### src/tcam_pkg.sv
`default_nettype none

package tcam_pkg;

  // Key and table geometry
  localparam int KEY_W      = 144;
  localparam int SLICE_W    = 2;
  localparam int NUM_SLICES = KEY_W / SLICE_W;
  localparam int ROWS       = 1 << SLICE_W;

  // Rule storage
  localparam int ENTRIES    = 256;
  localparam int IDX_W      = $clog2(ENTRIES);

  // Priority encode is split into equal groups, group count equals group width
  localparam int GRP_W      = 16;
  localparam int NUM_GRPS   = ENTRIES / GRP_W;
  localparam int SUB_IDX_W  = $clog2(GRP_W);

  typedef logic [KEY_W-1:0]     key_t;
  typedef logic [SLICE_W-1:0]   slice_key_t;
  typedef logic [ENTRIES-1:0]   match_vec_t;
  typedef logic [IDX_W-1:0]     entry_idx_t;

  typedef logic [GRP_W-1:0]     sub_vec_t;     // One group of match bits
  typedef logic [SUB_IDX_W-1:0] sub_idx_t;     // Position inside a group

  // Rule write, 297 bits
  typedef struct packed {
    entry_idx_t entry;
    key_t       value;
    key_t       mask;                          // 1 marks a care bit
    logic       valid;                         // 0 clears the entry
  } tcam_write_t;

  // Search result, 9 bits
  typedef struct packed {
    logic       hit;
    entry_idx_t index;
  } tcam_result_t;

endpackage

`default_nettype wire

### src/priority_encoder.sv
`timescale 1ns/1ns
`default_nettype none

module priority_encoder (
  input  wire                       clk,
  input  wire                       rst_n,
  input  wire                       match_valid,
  input  wire tcam_pkg::match_vec_t match,
  output logic                      result_valid,
  output tcam_pkg::tcam_result_t    result
);

  import tcam_pkg::*;

  // Lowest set bit of one group, 0 when the group is empty
  function automatic sub_idx_t first_set(sub_vec_t v);
    sub_idx_t idx;
    idx = '0;
    for (int i = GRP_W - 1; i >= 0; i--) begin
      if (v[i]) begin
        idx = sub_idx_t'(i);
      end
    end
    return idx;
  endfunction

  sub_vec_t     grp_any;                       // Any hit per group of GRP_W entries
  sub_idx_t     grp_sel;                       // First group with a hit
  sub_vec_t     grp_bits;
  sub_idx_t     bit_sel;
  tcam_result_t result_d;

  always_comb begin
    for (int g = 0; g < NUM_GRPS; g++) begin
      grp_any[g] = |match[g*GRP_W +: GRP_W];
    end
  end

  // Second level picks the lowest bit inside the winning group
  always_comb begin
    grp_sel        = first_set(grp_any);
    grp_bits       = match[grp_sel*GRP_W +: GRP_W];
    bit_sel        = first_set(grp_bits);
    result_d.hit   = |grp_any;
    result_d.index = {grp_sel, bit_sel};       // Zero on a miss
  end

  // Stage 2
  always_ff @(posedge clk or negedge rst_n) begin
    if (!rst_n) begin
      result_valid <= 1'b0;
      result       <= '0;
    end else begin
      result_valid <= match_valid;
      if (match_valid) begin
        result <= result_d;
      end
    end
  end

endmodule

`default_nettype wire

### config.mk
export PLATFORM = sky130hd
export DESIGN_NAME = priority_encoder
export DESIGN_NICKNAME = d
export VERILOG_FILES = /design/src/tcam_pkg.sv /design/src/priority_encoder.sv
export SDC_FILE = /design/constraint.sdc
export NUM_CORES = 1
export LEC_CHECK = 0
export ABC_AREA = 1
export BUFFER_PORTS_ARGS = -buffer_cell sky130_fd_sc_hd__buf_2
export CORE_MARGIN = 5
export CORE_UTILIZATION = 43
export CTS_CLUSTER_SIZE = 10
export DETAILED_ROUTE_END_ITERATION = 12
export PLACE_DENSITY = 0.83
export SYNTH_ARGS = -nofsm -noshare
export SYNTH_HDL_FRONTEND = slang
export SYNTH_SLANG_ARGS = --single-unit
### constraint.sdc
create_clock -name clk -period 1.1 [get_ports clk]
set_clock_uncertainty 0.15 [all_clocks]
set_input_delay 0.165 -clock clk [delete_from_list [all_inputs] [get_ports clk]]
set_output_delay 0.165 -clock clk [all_outputs]
set_load 0.02 [all_outputs]
== Word level (Yosys, flattened, before mapping) ==
Index checks and enable logic that the tools add are counted.
Widths: inputs -> output; s select.
Storage, ports and cells
  flip-flop bits (word level): 10
  input port bits: 259
  output and inout port bits: 10
  logic and storage cells: 53
Operators by class
  shifts and indexed selects: 1
  mux-type cells: 32
  reduce and logical (&&, ||, !) cells: 17
Operators with widths (number)
  $reduce_or 16->1: 16
  $reduce_or 256->1: 1
  $shiftx 256x9->16: 1
  $mux 4: 32

== Longest topological paths before layout ==
Gate-level depths: netlist of run 1.
  depth in word-level cells: 34
  depth in mapped cells: 43
  mapped depth without buffers: 42

== Worst setup path after synthesis of run 1 ==
No wires, ideal clock.
  path type: input to register
  from: input match[101]
  to: register result[2] in the netlist's numbering
  setup time: 0.118 ns
  arrival time: 2.622 ns
  data required time: 0.832 ns
  slack: -1.790 ns
  cell stages on the path: 20
  path buffers: 4
  cells stage by stage: or4_1 > nor3_2 > nand2_1 > nand2_1 > nand2_1 > nand2_1 > nand2_2 > nand2_2 > nand2_2 > buf_6 > buf_6 > buf_6 > buf_6 > o21ai_1 > o221ai_1 > nand3_1 > nand2_1 > nor4_2 > a21oi_1 > a21o_1
On the way
  word-level cells in the longest chain between the ends: 25
RTL lines
  start, declared: line priority_encoder.sv:8  | input wire tcam_pkg::match_vec_t match,
  $reduce_or 16->1: line priority_encoder.sv:35  | grp_any[g] = |match[g*GRP_W +: GRP_W];
  $mux 4 (7 in series): line priority_encoder.sv:20  | if (v[i]) begin
  $shiftx 256x9->16 (*): line priority_encoder.sv:42  | grp_bits = match[grp_sel*GRP_W +: GRP_W];
  $mux 4 (15 in series): line priority_encoder.sv:20
  $mux 4 (*): line priority_encoder.sv:20
  end signal, assigned: line priority_encoder.sv:56  | result <= result_d;
  end, declared: line priority_encoder.sv:10  | output tcam_pkg::tcam_result_t result
Mark *: on every way between the ends. The rest lies on a longest branch, timed or not.
A chain may end at the register's enable or synchronous reset.

== Worst setup path after layout of run 1 ==
  from: input match[201]
  to: register result[0] in the netlist's numbering
On the way
  word-level cells in the longest chain between the ends: 31
RTL lines (line)
  $reduce_or 16->1: priority_encoder.sv:35
  $mux 4 (13 in series): priority_encoder.sv:20
  $shiftx 256x9->16 (*): priority_encoder.sv:42
  $mux 4 (15 in series): priority_encoder.sv:20
  $mux 4 (*): priority_encoder.sv:20
Marks and branches as above.

==> flow_metrics.tcl, run 1 <==
set metrics [dict create \
    power_mw 2.52 \
    antenna_found_initial 0 \
    yosys-top-cells-area "nand2_1, nor2_1, nand3_1" \
    rsz0062_at_grt "yes" \
    initial_core_util_pct 44.3 \
    grt_pass1_vias 7086 \
    hold_slack_ns 0.0720 \
    drcViolationCount 0 \
    worst_r2r_path_depth 4 \
    drive_above_1_share_pct 47.9 \
    hpwl_um 17100 \
    fp.dieArea_um2 11000 \
    synth_area_um2 3880 \
    layout_commonest_cell "buf_2" \
    crit_path_top_delay_cell "nor3b_2" \
    clk_pin_slew_ns 0.06 \
    max-slew-margin-rel_pct 61.6 \
    cp_max_fo 14 \
    num_antenna_cells 0 \
    p_leak_nw 3.84 \
    fin_crit_ns 3.25 \
    synthCells 761 \
    synth_area_leader_cell "nand2_1" \
    cp.depth 38 \
    synth_top_cell_area_share_pct 18.7 \
    arrival_ns 3.22 \
    report.final.hold_viol_count 0 \
    via_per_inst 5.79 \
    critical_path_buf_inv_count 4 \
    grtUsageTotal_pct 35.5 \
    cpPeakStageDelay_ns 0.22 \
    ant_nets 0 \
    syn-mean-instance-area_um2 5.10 \
    grt_pass1_wl_um 32700 \
    dpl-instance-area_um2 6520 \
    drv_slew 0 \
    portBuffers 268 \
    ys.warnings.count 0 \
    floorplan.die.height_um 105 \
    clock_sinks 10 \
    ios 269 \
    ctsRootBufferMaster "clkbuf_8" \
    die_x_um 105 \
    cts_made_buffers 3 \
    min_path_type "in2reg" \
    synthDistinctLibCells 42 \
    htreeDepth 1 \
    setup_violations 12 \
    wl_um 22600 \
    min_period_over_period_pct 295 \
    cts_tree "built" \
    vias 7527 \
    yosysSeqAreaShare_pct 6.45 \
    routabilityCongestion 0.974 \
    wl_per_cell_um 17.4 \
    tightest_slew_ns 0.570 \
    fmax_mhz 308 \
    criticalPathCategory "in2reg" \
    clkLatencyLatePin_ns 0.24 \
    holdPathStages 2 \
    drv_cap 0 \
    fin_tns_setup_ns -12.50 \
    ys_seq_elements 10 \
    core_um2 8760 \
    timing.critical_path.mode_cell "nand2_1" \
    worst_ir_drop_vdd_mv 0.319 \
    violations "negative setup slack" \
    start_kind "input port" \
    layout.nets 1453 \
    syn_nets 1020 \
    cts_buffer_depth 2 \
    initialDrtViolationCount 791 \
    firstDrtPassIters 8 \
    required_ns 1.08 \
    end_kind "flop" \
    rows 34 \
    crit_family "simple AND/OR/NAND/NOR gates" \
    p_per_area_nw_per_um2 342 \
    grt-ovfl-total 0 \
    grt_start_max_net_pins 29 \
    final_cell_mix "buf_2, buf_4, nand2_1" \
    finalWorstSetupSlack_ns -2.15 \
    fillers 609 \
    status "complete, but fails checks" \
    final_area_um2 7380 \
    areaGrowthSynthToFinish_pct 90.2 \
]
-- path summary, 6_finish.rpt --
path                             start            to  slack, ns
max in group asynchronous        rst_n     result[1]       0.42
setup reg to reg             result[1]     result[1]       0.08
min in group asynchronous        rst_n  result_valid       0.17
hold reg to reg              result[2]     result[2]       0.35
hold / removal             match_valid  result_valid       0.07
setup / recovery            match[201]     result[0]      -2.15
-- cell usage after synthesis, drive strengths merged --
cell type	instances
buf	40
nand2	197
o32ai	8
a31oi	1
or4	5
a32o	2
or3	1
o21ai	83
nand4	10
o221ai	7
a21boi	1
nand3b	12
and3	3
a22o	1
nor3b	1
inv	75
nor3	9
a21oi	41
or2	3
o211ai	10
o31ai	2
a21o	1
nor4	32
dfrtp	10
o311ai	3
clkinv	3
clkbuf	6
nand3	76
o22ai	1
a211oi	1
nor2	116
-- final cells by class --
class                   count  area, µm²  share of cell area, %
multi-input cells         627       3370                   45.6
repair buffers            474       3280                   44.4
inverters                  78        297                   4.02
flip-flops and latches     10        250                   3.39
well taps                 108        135                   1.83
clock buffers               4       55.1                  0.746
-- flip-flops by register name, indices dropped and copies added (netlist names) --
signal,cells
result,9
result_valid,1
-- cells by family after synthesis --
kind of cell / after synthesis / synth area share [%]
AO/OA/AOI/OAI: 162 / 24.2
buffers and inverters: 124 / 15.7
flip-flops: 10 / 6.45
AND/OR/NAND/NOR: 465 / 53.6
-- routing by layer --
metal  track usage (%)  part of all wire [%]
met3              7.46                    13
met5                 0                     0
met1              43.6                    35
met4              14.7                   5.0
met2              60.2                    47
-- what timing repair did --
action / 4_1_cts / 5_1_grt
gates cloned: 3 / 0
resized for setup: 55 / 89
hold buffers: 1 / 0
endpoints found under the hold margin: 10 / 0
pin swaps: 23 / 20
setup buffers: 13 / 13
setup endpoints to repair: 12 / 17
-- power breakdown --
part / internal [mW] / switching, mW / total, mW
Sequential: 0.378 / 0.00705 / 0.385
Clock: 0.316 / 0.167 / 0.483
Combinational: 0.878 / 0.778 / 1.66
Total: 1.57 / 0.952 / 2.52
-- stage by stage --
stage	cells	worst slack [ns]	utilization, %
final	1301	-2.15	84.2
after global routing	1301	-2.50	84.2
after CTS	1288	-1.99	79.8
after detailed placement	1267	-2.28	74.4
after global placement	1267	-2.26	74.4
after floorplan	761	-1.75	-
Power figures use the tool's default switching activity.
==> inputs of run 2 (changes only) <==
--- a/config.mk
+++ b/config.mk
@@ -7,11 +7,12 @@
 export LEC_CHECK = 0
 export ABC_AREA = 1
 export BUFFER_PORTS_ARGS = -buffer_cell sky130_fd_sc_hd__buf_2
-export CORE_MARGIN = 5
-export CORE_UTILIZATION = 43
+export CORE_AREA = 2 2 104 106
 export CTS_CLUSTER_SIZE = 10
 export DETAILED_ROUTE_END_ITERATION = 12
-export PLACE_DENSITY = 0.83
+export DIE_AREA = 0 0 106 108
+export PLACE_DENSITY = 0.74
+export RECOVER_POWER = 50
 export SYNTH_ARGS = -nofsm -noshare
 export SYNTH_HDL_FRONTEND = slang
 export SYNTH_SLANG_ARGS = --single-unit
==> flow_metrics.tcl, run 2 (synthesis results as in run 1) <==
set metrics [dict create \
    status "complete, but fails checks" \
    violations "negative setup slack" \
    initial_core_util_pct 37.9 \
    cts_tree "built" \
    end_kind "flop" \
    hpwl_um 17000 \
    areaGrowthSynthToFinish_pct 90.3 \
    grt_pass1_wl_um 32000 \
    clock_sinks 10 \
    htreeDepth 1 \
    core_um2 10200 \
    report.final.hold_viol_count 0 \
    num_antenna_cells 0 \
    power_mw 2.38 \
    p_leak_nw 3.85 \
    initialDrtViolationCount 609 \
    timing.critical_path.mode_cell "nand2_1" \
    firstDrtPassIters 7 \
    min_period_over_period_pct 290 \
    grtUsageTotal_pct 34.9 \
    grt_start_max_net_pins 47 \
    rows 37 \
    routabilityCongestion 0.977 \
    criticalPathCategory "in2reg" \
    wl_um 21600 \
    floorplan.die.height_um 108 \
    ant_nets 0 \
    layout_commonest_cell "buf_2" \
    holdPathStages 2 \
    crit_path_top_delay_cell "a21boi_4" \
    min_path_type "in2reg" \
    antenna_found_initial 0 \
    worst_ir_drop_vdd_mv 0.382 \
    cp_max_fo 19 \
    fmax_mhz 313 \
    setup_violations 11 \
    required_ns 1.07 \
    fp.dieArea_um2 11400 \
    regMostFlops "result" \
    rsz0062_at_grt "yes" \
    layout.nets 1455 \
    ctsRootBufferMaster "clkbuf_8" \
    clk_pin_slew_ns 0.05 \
    drcViolationCount 0 \
    grtUsageMet1_pct 45.4 \
    cpPeakStageDelay_ns 0.24 \
    reg_top3 "result x9, result_valid x1" \
    cts_buffer_depth 2 \
    portBuffers 268 \
    final_cell_mix "buf_2, nand2_1, buf_4" \
    grt-ovfl-total 0 \
    p_per_area_nw_per_um2 322 \
    grt_pass1_vias 6679 \
    ios 269 \
    vias 7202 \
    final_util_pct 72.2 \
    busiest_layer "met2" \
    drive_above_1_share_pct 46.3 \
    grt_util_met2_pct 60.5 \
    largest_reg_flops 9 \
    cts_made_buffers 3 \
    start_kind "input port" \
    worst_r2r_path_depth 3 \
    arrival_ns 3.16 \
    die_x_um 106 \
    fin_crit_ns 3.19 \
    max-slew-margin-rel_pct 59.3 \
    clkLatencyLatePin_ns 0.23 \
    wl_per_cell_um 16.3 \
    tightest_slew_ns 0.611 \
    via_per_inst 5.42 \
    grt_use_met3_pct 5.12 \
    finalWorstSetupSlack_ns -2.09 \
    drv_cap 0 \
    drv_slew 0 \
]
[run 2: cell count changes in the layout (fill, tap and decap cells not counted), moves of 3 or more]
cell       before  now
inv_2          16   11
clkbuf_16       0    5
nor2_2         12    9
nand2_1       172  181
nor2_1         98  104
buf_6          28   22
inv_1          58   64
buf_12         12    9
o21ai_0        52   48
nor2_4          6    3
nand2_2        22   13
buf_2         246  251
[run 2: layout make-up]
class                           instances  area (µm²)
Clock buffer                            3        41.3
Fill cell                             937        2850
Inverter                               78         293
Multi-Input combinational cell        628        3350
Sequential cell                        10         250
Tap cell                              136         170
Timing Repair Buffer                  475        3280
[run 2: repair_timing]
action,4_1_cts,5_1_grt
buffers inserted,7,11
gates resized for setup,52,67
hold endpoints to repair,10,0
cloned,3,5
hold buffers,1,0
pin swaps,11,40
setup endpoints to repair,12,17
[run 2: power breakdown]
part / switching, mW / internal [mW] / leakage (nW)
clock: 0.145 / 0.240 / 0.0216
combinational: 0.738 / 0.867 / 3.70
sequential: 0.00904 / 0.378 / 0.130
[run 2: worst max-delay path: cells and delay by family]
family	cells	cell delay, ns
and+or+nand+nor	25	1.76
AOI/OAI and AO/OA	3	0.67
buffers and inverters	4	0.59
[run 2: metrics by stage]
| step | std cells | hold slack, ns | TNS (ns) | instance area [µm²] | setup WS, ns |
|---|---|---|---|---|---|
| 2_1_floorplan | 761 | -0.281 | -10.71 | 3930 | -1.75 |
| 3_3_place_gp | 1301 | -0.106 | -14.40 | 6590 | -2.26 |
| 3_5_place_dp | 1301 | -0.109 | -14.80 | 6590 | -2.29 |
| 4_1_cts | 1314 | 0.0495 | -12.39 | 6940 | -2.00 |
| 5_1_grt | 1330 | 0.0815 | -14.50 | 7380 | -2.42 |
| 6_report | 1330 | 0.0904 | -12.59 | 7380 | -2.09 |
[run 2: worst paths after layout]
path / startpoint / end / slack, ns
setup / recovery: match[167] / result[0] / -2.09
hold / removal: match_valid / result_valid / 0.09
setup reg to reg: result[5] / result[5] / 0.14
hold reg to reg: result[8] / result[8] / 0.37
max in group asynchronous: rst_n / result[1] / 0.10
min in group asynchronous: rst_n / result[5] / 0.30
[run 2: layer usage]
layer | wire [µm] | share of wire, % | up-vias
li1 | - | - | 3461
met1 | 8740 | 40 | 3208
met2 | 10100 | 47 | 483
met3 | 2230 | 10 | 50
met4 | 515 | 2.4 | 0
met5 | 0 | 0 | -
==> inputs of run 3 (changes only) <==
--- a/config.mk
+++ b/config.mk
@@ -13,6 +13,7 @@
 export DIE_AREA = 0 0 106 108
 export PLACE_DENSITY = 0.74
 export RECOVER_POWER = 50
+export SKIP_LAST_GASP = 1
 export SYNTH_ARGS = -nofsm -noshare
 export SYNTH_HDL_FRONTEND = slang
 export SYNTH_SLANG_ARGS = --single-unit
==> flow_metrics.tcl, run 3 (synthesis results as in run 1) <==
set metrics [dict create \
    die_x_um 106 \
    fin_crit_ns 3.21 \
    initial_core_util_pct 37.9 \
    via_per_inst 5.42 \
    combPwrFrac_pct 67.2 \
    portBuffers 268 \
    ios 269 \
    fp.dieArea_um2 11400 \
    tightest_slew_ns 0.616 \
    status "complete, but fails checks" \
    grt_pass1_vias 6686 \
    required_ns 1.07 \
    p_clk_share_pct 16.6 \
    start_kind "input port" \
    wl_um 21700 \
    htreeDepth 1 \
    layout_commonest_cell "buf_2" \
    intPower_mw 1.48 \
    rows 37 \
    min_path_type "in2reg" \
    firstDrtPassIters 5 \
    hpwl_um 17000 \
    grt_start_max_net_pins 47 \
    cpPeakStageDelay_ns 0.21 \
    place_inst 1301 \
    final_area_um2 7350 \
    initialDrtViolationCount 643 \
    cts_made_buffers 3 \
    p_per_area_nw_per_um2 325 \
    ctsRootBufferMaster "clkbuf_8" \
    crit_path_top_delay_cell "or2_0" \
    rsz0062_at_grt "yes" \
    layout.nets 1456 \
    largest_reg_flops 9 \
    p_leak_nw 3.85 \
    criticalPathCategory "in2reg" \
    antenna_found_initial 0 \
    final_util_pct 71.8 \
    fmax_mhz 312 \
    power_mw 2.39 \
    clk_pin_slew_ns 0.05 \
    timing.critical_path.mode_cell "nand2_1" \
    setup_violations 12 \
    reg_top3 "result x9, result_valid x1" \
    fin_cells 1331 \
    grt_pass1_wl_um 32100 \
    wl_per_cell_um 16.3 \
    routabilityCongestion 0.977 \
    core_um2 10200 \
    worst_ir_drop_vdd_mv 0.382 \
    clock_sinks 10 \
    cp_max_fo 8 \
    power.switching_mw 0.903 \
    areaGrowthSynthToFinish_pct 89.4 \
    clkLatencyLatePin_ns 0.23 \
    seqPwrFrac_pct 16.2 \
    arrival_ns 3.18 \
    regMostFlops "result" \
    grt-ovfl-total 0 \
    hold_slack_ns 0.0851 \
    num_antenna_cells 0 \
    ant_nets 0 \
    max-slew-margin-rel_pct 58.9 \
    switching_share_pct 37.8 \
    fillers 946 \
    grtUsageTotal_pct 35.0 \
    drv_slew 0 \
    cts_buffer_depth 2 \
    multi_input_area_um2 3320 \
    floorplan.die.height_um 108 \
    final_cell_mix "buf_2, buf_4, nand2_1" \
    violations "negative setup slack" \
    dpl-instance-area_um2 6590 \
    finalWorstSetupSlack_ns -2.11 \
    drv_cap 0 \
    drcViolationCount 0 \
    cts_tree "built" \
    end_kind "flop" \
    vias 7210 \
    report.final.hold_viol_count 0 \
    regArea_um2 250 \
    min_period_over_period_pct 291 \
    drive_above_1_share_pct 46.2 \
]
-- run 3: power groups by stage --
| stage | Combinational [mW] | Sequential, mW | Clock, mW |
|---|---|---|---|
| floorplan | 0.391 | 0.401 | 0 |
| global placement | 1.45 | 0.391 | 0 |
| detailed placement | 1.46 | 0.391 | 0 |
| CTS | 1.50 | 0.386 | 0.386 |
| global route | 1.74 | 0.388 | 0.399 |
| finish | 1.60 | 0.387 | 0.396 |
-- run 3: per-stage QoR --
step,setup slack [ns],setup TNS (ns)
3_3_place_gp,-2.26,-14.40
5_1_grt,-2.44,-14.76
3_5_place_dp,-2.29,-14.80
4_1_cts,-2.02,-12.51
6_report,-2.11,-12.81
2_1_floorplan,-1.75,-10.71
-- run 3: timing repair --
| action | CTS | global route |
|---|---|---|
| setup buffers | 7 | 12 |
| hold buffers | 1 | 0 |
| gates cloned | 3 | 5 |
| pin swaps | 11 | 45 |
| gates resized for setup | 47 | 64 |
| endpoints found under the setup margin | 12 | 17 |
| hold endpoints to repair | 10 | 0 |
-- run 3: worst max-delay path, delay by kind of cell --
| family | cells | cell delay, ns |
|---|---|---|
| AOI/OAI and AO/OA | 3 | 0.30 |
| buffers and inverters | 4 | 0.50 |
| and+or+nand+nor | 22 | 2.20 |
-- run 3: final timing paths --
| check | to | cells past startpoint | startpoint | slack (ns) |
|---|---|---|---|---|
| max in group asynchronous | result[0] | 2 | rst_n | 0.10 |
| min in group asynchronous | result[5] | 2 | rst_n | 0.30 |
| min reg2reg | result[8] | 2 | result[8] | 0.37 |
| max reg2reg | result[5] | 3 | result[5] | 0.14 |
| max | result[3] | 29 | match[167] | -2.11 |
| min | result_valid | 2 | match_valid | 0.09 |
-- run 3: final cells by class --
type | instances | area share (%)
multi-input combinational | 628 | 45.2
timing repair buffer | 476 | 44.5
inverter | 78 | 3.98
sequential | 10 | 3.41
tap | 136 | 2.32
clock buffer | 3 | 0.562
-- run 3: routing by layer --
metal	GRT usage, %	vias up	share of wire (%)
met2	60.6	495	47
met5	0	-	0
li1	-	3470	-
met4	9.12	0	2.5
met3	5.24	45	11
met1	45.6	3200	39
